<file path="config.mk">
export PLATFORM = sky130hd
export DESIGN_NAME = vp_top
export DESIGN_NICKNAME = d
export VERILOG_FILES = /design/src/vp_pkg.sv /design/src/vp_pixel_if.sv /design/src/vp_binarizer.sv /design/src/vp_composer.sv /design/src/vp_ctrl.sv /design/src/vp_luma.sv /design/src/vp_top.sv
export SDC_FILE = /design/constraint.sdc
export NUM_CORES = 1
export LEC_CHECK = 0
export ABC_AREA = 1
export ABC_CLOCK_PERIOD_IN_PS = 6000
export BUFFER_PORTS_ARGS = -buffer_cell sky130_fd_sc_hd__buf_2
export CAP_MARGIN = 5
export CORE_MARGIN = 1.5
export CORE_UTILIZATION = 45
export CTS_BUF_LIST = sky130_fd_sc_hd__clkbuf_4 sky130_fd_sc_hd__clkbuf_8 sky130_fd_sc_hd__clkbuf_16
export DETAILED_ROUTE_END_ITERATION = 16
export GPL_ROUTABILITY_DRIVEN = 0
export PLACE_DENSITY = 0.69
export SLEW_MARGIN = 25
export SYNTH_ARGS = -nofsm -noshare
export SYNTH_HDL_FRONTEND = slang
export SYNTH_SLANG_ARGS = --single-unit
</file>
<file path="constraint.sdc">
create_clock -name clk_vp -period 6 [get_ports clk_vp]
set_input_delay 1.8 -clock clk_vp [delete_from_list [all_inputs] [get_ports clk_vp]]
set_output_delay 1.8 -clock clk_vp [all_outputs]
set_load 0.01 [all_outputs]
</file>
<file path="src/vp_pkg.sv">
package vp_pkg;

    // --------------------
    // Geometry
    // --------------------
    localparam int unsigned COORD_W = 11;           // Pixel and line counter width

    // --------------------
    // Register field positions
    // --------------------
    localparam int unsigned CR_MODE_LSB   = 1;      // vp_cr[2:1] output mode
    localparam int unsigned CR_CUT_EN_BIT = 3;      // vp_cr[3] window cut enable
    localparam int unsigned CR_BIN_LSB    = 19;     // vp_cr[20:19] binarizer polarity
    localparam int unsigned CR_FILL_LSB   = 22;     // vp_cr[23:22] fill color
    localparam int unsigned TH_BIN_LSB    = 8;      // vp_threshold[15:8] binarizer level
    localparam int unsigned Y_LSB         = 16;     // y corner starts here in start and end words

    // Luma weights in 1/256 units, sum is exactly 256
    localparam logic [7:0] LUMA_WR = 8'd77;
    localparam logic [7:0] LUMA_WG = 8'd150;
    localparam logic [7:0] LUMA_WB = 8'd29;

    // RGB565 fill words
    localparam logic [15:0] PIX_WHITE = 16'hffff;
    localparam logic [15:0] PIX_BLACK = 16'h0000;

    // --------------------
    // Encodings
    // --------------------
    typedef enum logic [1:0] {
        mode_bypass = 2'b00,                        // 11 decodes the same way
        mode_gray   = 2'b01,
        mode_binary = 2'b10
    } vp_mode_e;

    typedef enum logic [1:0] {
        bin_normal = 2'b01,                         // Mark when luma above threshold
        bin_invert = 2'b10                          // Mark when luma at or below threshold
    } bin_mode_e;

    typedef enum logic [1:0] {
        fill_black = 2'b01,
        fill_white = 2'b10                          // 00 and 11 leave the pixel alone
    } fill_mode_e;

    typedef enum logic {
        st_wait_frame = 1'b0,                       // No vs seen since reset
        st_in_frame   = 1'b1
    } ctrl_state_e;

endpackage

</file>
<file path="src/vp_pixel_if.sv">
// One pixel plus sideband between two pipeline stages
interface vp_pixel_if;
    logic        vs;                                // Frame sync
    logic        de;                                // Pixel valid strobe
    logic [23:0] rgb;                               // Expanded RGB888
    logic [7:0]  luma;
    logic        mark;                              // Binarizer result
    logic        in_win;                            // Pixel lies in crop window

    modport src (output vs, de, rgb, luma, mark, in_win);
    modport snk (input vs, de, rgb, luma, mark, in_win);
endinterface

// Per-frame configuration from the control block to the datapath
interface vp_ctrl_if import vp_pkg::*; ();
    vp_mode_e   mode;
    bin_mode_e  bin_mode;
    fill_mode_e fill_mode;
    logic       cut_en;
    logic [7:0] bin_th;

    // Only vp_ctrl drives
    modport src (output mode, bin_mode, fill_mode, cut_en, bin_th);
    modport snk (input mode, bin_mode, fill_mode, cut_en, bin_th);
endinterface

</file>
<file path="src/vp_binarizer.sv">
module vp_binarizer import vp_pkg::*; (
    input  logic    clk_vp,
    input  logic    rst_n,
    vp_ctrl_if.snk  cfg,
    vp_pixel_if.snk pix_in,
    vp_pixel_if.src pix_out
);

    logic        above;                             // Luma strictly over threshold
    logic        mark_c;
    logic        vs_q;
    logic        de_q;
    logic [23:0] rgb_q;
    logic [7:0]  luma_q;
    logic        mark_q;
    logic        win_q;

    assign above = pix_in.luma > cfg.bin_th;

    // Invert only on the explicit code, everything else counts as normal
    assign mark_c = (cfg.bin_mode == bin_invert) ? ~above : above;

    // --------------------
    // Stage register
    // --------------------
    always_ff @(posedge clk_vp) begin
        if (!rst_n) begin
            vs_q <= 1'b0;
            de_q <= 1'b0;
        end else begin
            vs_q <= pix_in.vs;
            de_q <= pix_in.de;
        end
    end

    always_ff @(posedge clk_vp) begin
        rgb_q  <= pix_in.rgb;                       // Pass through
        luma_q <= pix_in.luma;                      // Composer needs it for gray
        mark_q <= mark_c;
        win_q  <= pix_in.in_win;
    end

    assign pix_out.vs     = vs_q;
    assign pix_out.de     = de_q;
    assign pix_out.rgb    = rgb_q;
    assign pix_out.luma   = luma_q;
    assign pix_out.mark   = mark_q;
    assign pix_out.in_win = win_q;

endmodule

</file>
<file path="src/vp_composer.sv">
module vp_composer import vp_pkg::*; (
    input  logic        clk_vp,
    input  logic        rst_n,
    vp_ctrl_if.snk      cfg,
    vp_pixel_if.snk     pix_in,
    output logic        vp_vs,
    output logic        vp_de,
    output logic [15:0] vp_data                     // RGB565
);

    logic [15:0] pix_bypass;
    logic [15:0] pix_gray;
    logic [15:0] pix_bin;
    logic [15:0] pix_mode;                          // After mode select
    logic [15:0] pix_fill;                          // After window fill
    logic        cut;                               // Pixel is masked out

    // Truncate back to 565 which restores the input word
    assign pix_bypass = {pix_in.rgb[23:19], pix_in.rgb[15:10], pix_in.rgb[7:3]};

    // Same luma in all three channels
    assign pix_gray = {pix_in.luma[7:3], pix_in.luma[7:2], pix_in.luma[7:3]};

    assign pix_bin = pix_in.mark ? PIX_WHITE : PIX_BLACK;

    // --------------------
    // Mode and fill select
    // --------------------
    always_comb begin
        case (cfg.mode)
            mode_gray:   pix_mode = pix_gray;
            mode_binary: pix_mode = pix_bin;
            default:     pix_mode = pix_bypass;     // Code 11 too
        endcase
    end

    assign cut = cfg.cut_en & ~pix_in.in_win;

    always_comb begin
        pix_fill = pix_mode;
        if (cut) begin
            case (cfg.fill_mode)
                fill_black: pix_fill = PIX_BLACK;
                fill_white: pix_fill = PIX_WHITE;
                default:    pix_fill = pix_mode;    // No fill color chosen
            endcase
        end
    end

    // --------------------
    // Output register
    // --------------------
    always_ff @(posedge clk_vp) begin
        if (!rst_n) begin
            vp_vs   <= 1'b0;
            vp_de   <= 1'b0;
            vp_data <= '0;
        end else begin
            vp_vs   <= pix_in.vs;
            vp_de   <= pix_in.de;
            vp_data <= pix_in.de ? pix_fill : 16'h0000;  // Quiet bus in blanking
        end
    end

endmodule

</file>
<file path="src/vp_ctrl.sv">
module vp_ctrl import vp_pkg::*; (
    input  logic        clk_vp,
    input  logic        rst_n,
    input  logic [31:0] vp_cr,
    input  logic [31:0] vp_start,
    input  logic [31:0] vp_end,
    input  logic [31:0] vp_threshold,
    input  logic        vi_vs,
    input  logic        vi_de,
    vp_ctrl_if.src      cfg,
    output logic        in_win
);

    logic               vs_d;                       // Previous vs for edge detect
    logic               de_d;                       // Previous de for end of line
    logic               vs_rise;
    logic               de_fall;
    ctrl_state_e        state;
    logic [COORD_W-1:0] x_cnt;                      // Index of current pixel in line
    logic [COORD_W-1:0] y_cnt;                      // Index of current line in frame

    // Latched frame settings
    vp_mode_e           mode_q;
    bin_mode_e          bin_mode_q;
    fill_mode_e         fill_mode_q;
    logic               cut_en_q;
    logic [7:0]         bin_th_q;
    logic [COORD_W-1:0] start_x;
    logic [COORD_W-1:0] start_y;
    logic [COORD_W-1:0] end_x;                      // Exclusive bound
    logic [COORD_W-1:0] end_y;                      // Exclusive bound
    logic               x_in;
    logic               y_in;

    assign vs_rise = vi_vs & ~vs_d;
    assign de_fall = de_d & ~vi_de;

    // --------------------
    // Coordinate counters
    // --------------------
    always_ff @(posedge clk_vp) begin
        if (!rst_n) begin
            vs_d  <= 1'b0;
            de_d  <= 1'b0;
            x_cnt <= '0;
            y_cnt <= '0;
        end else begin
            vs_d <= vi_vs;
            de_d <= vi_de;
            if (vi_de)
                x_cnt <= x_cnt + 1'b1;              // Step through the de run
            else
                x_cnt <= '0;                        // Idle between lines
            if (vs_rise)
                y_cnt <= '0;                        // New frame starts at line 0
            else if (de_fall)
                y_cnt <= y_cnt + 1'b1;
        end
    end

    // --------------------
    // Frame latch
    // --------------------
    always_ff @(posedge clk_vp) begin
        if (!rst_n) begin
            state       <= st_wait_frame;
            mode_q      <= mode_bypass;
            bin_mode_q  <= bin_mode_e'(2'b00);
            fill_mode_q <= fill_mode_e'(2'b00);
            cut_en_q    <= 1'b0;
            bin_th_q    <= '0;
            start_x     <= '0;
            start_y     <= '0;
            end_x       <= '0;
            end_y       <= '0;
        end else if (vs_rise) begin
            // Register writes during a frame wait here until the next vs
            state       <= st_in_frame;
            mode_q      <= vp_mode_e'(vp_cr[CR_MODE_LSB +: 2]);
            bin_mode_q  <= bin_mode_e'(vp_cr[CR_BIN_LSB +: 2]);
            fill_mode_q <= fill_mode_e'(vp_cr[CR_FILL_LSB +: 2]);
            cut_en_q    <= vp_cr[CR_CUT_EN_BIT];
            bin_th_q    <= vp_threshold[TH_BIN_LSB +: 8];
            start_x     <= vp_start[COORD_W-1:0];
            start_y     <= vp_start[Y_LSB +: COORD_W];
            end_x       <= vp_end[COORD_W-1:0];
            end_y       <= vp_end[Y_LSB +: COORD_W];
        end
    end

    // Window test on the live input pixel
    assign x_in   = (x_cnt >= start_x) && (x_cnt < end_x);
    assign y_in   = (y_cnt >= start_y) && (y_cnt < end_y);
    assign in_win = (state == st_wait_frame) | (x_in & y_in);  // Whole screen before first vs

    assign cfg.mode      = mode_q;
    assign cfg.bin_mode  = bin_mode_q;
    assign cfg.fill_mode = fill_mode_q;
    assign cfg.cut_en    = cut_en_q;
    assign cfg.bin_th    = bin_th_q;

endmodule

</file>
<file path="src/vp_luma.sv">
module vp_luma import vp_pkg::*; (
    input  logic        clk_vp,
    input  logic        rst_n,
    input  logic        vi_vs,
    input  logic        vi_de,
    input  logic [15:0] vi_data,                    // RGB565
    input  logic        in_win,
    vp_pixel_if.src     pix_out
);

    logic [7:0]  r8;
    logic [7:0]  g8;
    logic [7:0]  b8;
    logic [15:0] luma_sum;                          // Fixed point, 8 fraction bits
    logic        vs_q;
    logic        de_q;
    logic [23:0] rgb_q;
    logic [7:0]  luma_q;
    logic        win_q;

    // Zero padded expansion to RGB888
    assign r8 = {vi_data[15:11], 3'b000};
    assign g8 = {vi_data[10:5], 2'b00};
    assign b8 = {vi_data[4:0], 3'b000};

    // Largest sum is 64088 so 16 bits never overflow
    assign luma_sum = {8'd0, r8} * {8'd0, LUMA_WR}
                    + {8'd0, g8} * {8'd0, LUMA_WG}
                    + {8'd0, b8} * {8'd0, LUMA_WB};

    // --------------------
    // Stage register
    // --------------------
    always_ff @(posedge clk_vp) begin
        if (!rst_n) begin
            vs_q <= 1'b0;
            de_q <= 1'b0;
        end else begin
            vs_q <= vi_vs;
            de_q <= vi_de;
        end
    end

    // Payload registers, qualified by de_q
    always_ff @(posedge clk_vp) begin
        rgb_q  <= {r8, g8, b8};
        luma_q <= luma_sum[15:8];                   // Drop fraction
        win_q  <= in_win;
    end

    assign pix_out.vs     = vs_q;
    assign pix_out.de     = de_q;
    assign pix_out.rgb    = rgb_q;
    assign pix_out.luma   = luma_q;
    assign pix_out.mark   = 1'b0;                   // Filled in by the binarizer
    assign pix_out.in_win = win_q;

endmodule

</file>
<file path="src/vp_top.sv">
module vp_top (
    input  logic        clk_vp,
    input  logic        rst_n,

    // Configuration words
    input  logic [31:0] vp_cr,
    input  logic [31:0] vp_start,
    input  logic [31:0] vp_end,
    input  logic [31:0] vp_threshold,

    // Video in
    input  logic        vi_vs,
    input  logic        vi_de,
    input  logic [15:0] vi_data,

    // Video out, 3 cycles behind video in
    output logic        vp_vs,
    output logic        vp_de,
    output logic [15:0] vp_data
);

    vp_ctrl_if  cfg_if ();
    vp_pixel_if luma_if ();                         // vp_luma to vp_binarizer
    vp_pixel_if bin_if ();                          // vp_binarizer to vp_composer
    logic       in_win;                             // Combinational from ctrl

    vp_ctrl i_ctrl (
        .clk_vp       (clk_vp),
        .rst_n        (rst_n),
        .vp_cr        (vp_cr),
        .vp_start     (vp_start),
        .vp_end       (vp_end),
        .vp_threshold (vp_threshold),
        .vi_vs        (vi_vs),
        .vi_de        (vi_de),
        .cfg          (cfg_if.src),
        .in_win       (in_win)
    );

    // Stage 1
    vp_luma i_luma (
        .clk_vp  (clk_vp),
        .rst_n   (rst_n),
        .vi_vs   (vi_vs),
        .vi_de   (vi_de),
        .vi_data (vi_data),
        .in_win  (in_win),
        .pix_out (luma_if.src)
    );

    // Stage 2
    vp_binarizer i_binarizer (
        .clk_vp  (clk_vp),
        .rst_n   (rst_n),
        .cfg     (cfg_if.snk),
        .pix_in  (luma_if.snk),
        .pix_out (bin_if.src)
    );

    // Stage 3
    vp_composer i_composer (
        .clk_vp  (clk_vp),
        .rst_n   (rst_n),
        .cfg     (cfg_if.snk),
        .pix_in  (bin_if.snk),
        .vp_vs   (vp_vs),
        .vp_de   (vp_de),
        .vp_data (vp_data)
    );

endmodule
</file>
* Word level (Yosys, flattened, before mapping)
Index checks and enable logic that the tools add are counted.
** Storage, ports and cells
- Register bits after elaboration :: 155
- Input port bits :: 148
- Logic and storage cells :: 64
** Cells by class
- Add/sub/neg operators :: 4
- Multipliers :: 3
- Order comparisons :: 5
- Eq/ne operators :: 5
- Multiplexer cells :: 5
- Bitwise gates (word level) :: 11
- Reductions and logical operators :: 5
** Operators by type and width (count)
- 16-bit case mux with 2 select lines :: 2
- 16-bit two-way mux :: 2
- 11-bit by 1-bit adder with 11-bit output, second input constant :: 2
- 11-bit >= comparator :: 2
- 11-bit less-than comparator :: 2
- 15-bit by 16-bit adder with 16-bit output :: 1
- 16-bit by 13-bit adder with 16-bit output :: 1
- 6-bit by 7-bit multiplier with 13-bit output, second input constant :: 1
- 5-bit by 7-bit multiplier with 12-bit output, second input constant :: 1
- 5-bit by 5-bit multiplier with 10-bit output, second input constant :: 1
- 8-bit greater-than comparator :: 1
- 2-bit == test, second input constant :: 3
- 1-bit NOT :: 6
- 1-bit AND :: 4
- 2-bit by 1-bit == test with 1-bit output, second input constant :: 2
- 2-bit AND reduction :: 2
- 1-bit logical AND :: 2
- 2-bit OR reduction :: 1
- 1-bit two-way mux :: 1
- 1-bit bitwise OR :: 1

* Longest topological paths before layout
- Depth in word-level cells :: 4
- Gate-level depth with buffers :: 25

* Cells and area by module
A second synthesis with hierarchy kept.
** Second synthesis, totals
- Cells, all modules :: 1139
- Area total of the unflattened synthesis :: 9175.0 sq um
** Modules (own cells, without submodules)
- vp_ctrl :: instances 1, cells an instance 554, area an instance 4151.5 sq um
- vp_luma :: instances 1, cells an instance 384, area an instance 3184.3 sq um
- vp_binarizer :: instances 1, cells an instance 82, area an instance 975.9 sq um
- vp_composer :: instances 1, cells an instance 119, area an instance 863.3 sq um

* Least setup slack after synthesis
OpenSTA, ideal clock, no wires.
- Kind :: input-to-reg
- From :: in vi_data[8]
- To :: reg i_luma.luma_q[7] (netlist: i_luma.pix_out.luma[7])
- Arrival :: 5.438 ns
- Required time :: 5.888 ns
- Setup slack :: 0.450 ns
- Stages :: 20
- Path buffers :: 0
- Path through :: ha_1 ha_1 fa_1 inv_1 fa_1 o21ai_0 nand3_1 nand2_1 xnor2_1 fa_1 inv_1 ha_1 inv_1 o21ai_0 a21oi_1 nand2_1 nor2_1 inv_1 nand2_1 nand2_1
** Between the ends
- Cells in the longest elaborated chain, start to end :: 3
** Ends and longest elaborated chain
- start, declared :: RTL line vp_top.sv:14 : input logic [15:0] vi_data,
- 6-bit by 7-bit multiplier with 13-bit output :: RTL line vp_luma.sv:28 : + {8'd0, g8} * {8'd0, LUMA_WG}
- 15-bit by 16-bit adder with 16-bit output :: RTL line vp_luma.sv:28
- 16-bit by 13-bit adder with 16-bit output :: RTL line vp_luma.sv:29 : + {8'd0, b8} * {8'd0, LUMA_WB};
- via i_luma.luma_sum[15] :: RTL line vp_luma.sv:14 : logic [15:0] luma_sum;
- end signal, assigned :: RTL line vp_luma.sv:47 : luma_q <= luma_sum[15:8];
- end, declared :: RTL line vp_luma.sv:18 : logic [7:0] luma_q;
The timed path passes the listed nets, and every way through them passes these cells.
A chain may end at the register's enable or synchronous reset.

* Worst setup path in the final report
- From :: in vi_data[15]
- To :: reg i_luma.luma_q[5] (netlist: i_luma.pix_out.luma[5])
** Between the ends
- Cells in the longest elaborated chain, start to end :: 3
** Ends and longest elaborated chain
- 5-bit by 7-bit multiplier with 12-bit output :: RTL line vp_luma.sv:27 : assign luma_sum = {8'd0, r8} * {8'd0, LUMA_WR}
- 15-bit by 16-bit adder with 16-bit output :: RTL line vp_luma.sv:28
- 16-bit by 13-bit adder with 16-bit output :: RTL line vp_luma.sv:29
- via i_luma.luma_sum[13] :: RTL line vp_luma.sv:14
The timed path passes the listed nets, and every way through them passes these cells.

==> impl_metrics.csv <==
group,metric,value,unit
critical_path,cp_max_fo,6,
sta,setup_viol,0,
synthesis,mappedNetlistArea,0.00868,mm^2
clock_network,clk_path_buf_depth,2,
route,dr.pass1.iters,4,
critical_path,rrSetupSlack,3.70,ns
route,wl_met2,8850,um
job,cap_violations,0,
global_route,grt_antenna_before_repair,0,
final_layout,drive_above_1_share,12.9,%
power,power.density,361,mW/mm^2
route,routedWlPerCell,12.4,um
critical_path,start_kind,"input pin",
floorplanning,die_area,0.0201,mm^2
worst_hold_path,min_path_type,"reg -> reg",
critical_path,crit_path_max_incr_delay,0.47,ns
synthesis,yosys_warnings,0,
sta,final-max-slew-violation-count,0,
clock_network,numCtsBuffers,17,
critical_path,crit_path_end_kind,"flop",
route,drtIter0Drc,241,
critical_path,criticalPathCategory,"in -> reg",
clock_network,clk_pin_slew,0.06,ns
synthesis,syn-num-nets,1390,
sta,final_hold_viol_count,0,
route,drc,0,
sta,layout_min_cycle_time,5.50,ns
sta,worstMarginPinSlew,0.798,ns
final_layout,final_common_cell,"nand2_1",
power,leakage,5.04,nW
sta,fin_worst_skew,0.0105,ns
clock_network,htreeDepth,4,
route,wl_met1,8390,um
synthesis,syn_avg_cell_area,7.99,um^2
sta,tns,0,ns
sta,grt_setup_unrepaired,"no",
route,drt_wl_total,18100,um
final_layout,area_growth,15.0,%
final_layout,stdcell_count,1457,
place,dp_hpwl,14200,um
critical_path,cpMostUsedCell,"nand2_1",
synthesis,netlist_instances,1087,
route,drt-vias-per-instance,4.80,
global_route,grt_pass1_vias,6563,
clock_network,worstSkewPairLatency,0.42,ns
sta,fmax,182,MHz
route,ant_nets,0,
clock_network,cts_sinks,153,
route,vias,6988,
final_layout,antenna_cells,0,
critical_path,cp_data_arrival_time,5.81,ns
floorplanning,core-area,0.0188,mm^2
critical_path,path_buf_inv,5,
critical_path,crit_chain,"buf_2, ha_1, inv_1, ha_1, fa_1, ha_1, a21oi_1, nand2_1, nand2_1, nand2_1, nand2_1, nand2_1, xnor2_1, fa_1, inv_1, ha_1, inv_1, o21ai_0, buf_4, nor2_1, nand3_1, xor2_1",
floorplanning,die_w,142,um
final_layout,final_net_count,1490,
clock_network,root_buffer,"clkbuf_16",
critical_path,required,6.30,ns
clock_network,cts-hold-fix-buffers,0,
floorplanning,die_height,142,um
sta,slew_headroom,46.7,%
clock_network,cts_tree,"built",
global_route,grt_remaining_overflow,0,
place,placed_cells,1428,
global_route,grt_max_degree,73,
route,met3_length,593,um
clock_network,postCtsSetupBuffers,0,
sta,fin_crit_sh,91.7,%
final_layout,n_fill_cell,1778,
floorplanning,rows,50,
critical_path,slowest_stage,"fa_1",
synthesis,synthDistinctLibCells,35,
power,ir_drop,0.239,mV
final_layout,layout_common_cells,"nand2_1, inv_1, dfxtp_1, ha_1, a21oi_1",
global_route,grt_pass1_wl,29800,um
global_route,grt_usage,18.7,%
floorplanning,start_util,46.1,%
floorplanning,io_pins,166,
run_status,outcome,"completed",
route,maxUsedRoutingLayer,"met4",
synthesis,ys_ff_latch,153,
critical_path,critPathTopFamily,"adder cells",
synthesis,synth_seq_area_share,35.3,%
clock_network,ctsResizeCount,0,
place,io_buffers,96,
==> cell families (layout without fill, tap and decap cells) <==
group,after synthesis,after routing,share of synthesized area [%]
and+or+nand+nor,359,359,17.0
AOI/OAI and AO/OA,209,209,12.8
buffers and inverters,188,298,8.43
adders and majority gates,155,155,24.2
DFF,153,153,35.3
xor gates and xnor gates,23,23,2.32
==> area by class of cell <==
cell class / instances / area (um^2) / area share (%)
sequential: 153 / 3060 / 30.7
clock buffer: 21 / 462 / 4.63
tap: 260 / 325 / 3.26
inverter: 163 / 614 / 6.15
multi-input combinational: 746 / 4890 / 48.9
clock inverter: 8 / 76.3 / 0.765
timing repair buffer: 106 / 556 / 5.57
==> synth_stat cells <==
cell type,instances,area [um^2]
or2_2,1,6.26
inv_2,1,3.75
nor2_4,3,33.8
and2_1,1,6.26
inv_1,161,604
nor2_1,65,244
buf_2,5,25.0
ha_1,134,1680
nor3_1,6,30.0
a21o_1,3,22.5
a31oi_1,2,12.5
buf_6,2,22.5
o21bai_1,4,30.0
nand3_1,31,155
nor3b_1,2,15.0
nand2_4,1,11.3
a21oi_2,10,87.6
nor2_2,1,6.26
fa_1,21,420
nand3_2,1,10.0
clkbuf_1,17,63.8
xnor2_1,16,140
or2_0,1,6.26
buf_4,1,7.51
o21ai_0,71,355
clkinv_2,1,5.00
o21ai_1,2,10.0
dfxtp_1,153,3060
nand2_1,234,878
nand4_1,10,62.6
xor2_1,7,61.3
a21oi_1,115,576
nand3b_1,1,7.51
o211ai_1,2,15.0
or2_1,1,6.26
==> flip-flops by register name, summed over array words and instances (netlist names), 2 cells and up <==
| register | count |
|---|---|
| i_luma.pix_out.rgb | 16 |
| i_binarizer.pix_out.luma | 6 |
| i_ctrl.cfg.bin_th | 8 |
| i_ctrl.cfg.mode | 2 |
| i_luma.pix_out.luma | 8 |
| i_ctrl.cfg.bin_mode | 2 |
| i_binarizer.pix_out.rgb | 16 |
| i_ctrl.start_x | 11 |
| i_ctrl.end_x | 11 |
| i_ctrl.y_cnt | 11 |
| i_composer.vp_data | 16 |
| i_ctrl.cfg.fill_mode | 2 |
| i_ctrl.start_y | 11 |
| i_ctrl.end_y | 11 |
| i_ctrl.x_cnt | 11 |
==> worst reg2reg max path: stages (launching register included) <==
cell      delay, ns
dfxtp_1        0.34
nor2_4         0.26
clkinv_2       0.69
buf_4          0.52
o21ai_0        0.30
a21oi_1        0.07
==> routing by layer <==
metal,GRT usage (%),vias up
met2,33.2,102
met1,22.8,3153
met4,5.97,0
met3,3.54,19
li1,-,3714
met5,0,-
==> power by group <==
group | internal (mW) | switching (mW) | total, mW
Combinational | 0.596 | 0.850 | 1.45
Clock | 0.585 | 0.395 | 0.980
Sequential | 1.14 | 0.0381 | 1.17
Total | 2.32 | 1.28 | 3.60
==> worst paths after layout <==
kind,cells past startpoint,endpoint,from
worst min-delay path,0,i_binarizer.pix_out.rgb[3],i_luma.pix_out.rgb[3]
worst max register to register,5,i_ctrl.start_y[9],i_luma.pix_out.vs
worst max-delay path,22,i_luma.pix_out.luma[5],vi_data[15]
worst min register to register,0,i_binarizer.pix_out.rgb[3],i_luma.pix_out.rgb[3]
==> per-stage QoR <==
stage	setup slack [ns]	power, mW	instance area [um^2]	util [%]	hold slack [ns]
after CTS	0.510	3.63	9980	53.0	0.321
after global placement	0.112	2.63	9440	50.1	0.310
after floorplan	0.450	2.30	8680	-	0.310
final	0.498	3.60	9980	53.0	0.316
after detailed placement	0.0777	2.65	9440	50.1	0.312
after global routing	0.284	3.91	9980	53.0	0.326
No activity file was read; power rests on OpenSTA's default activity.
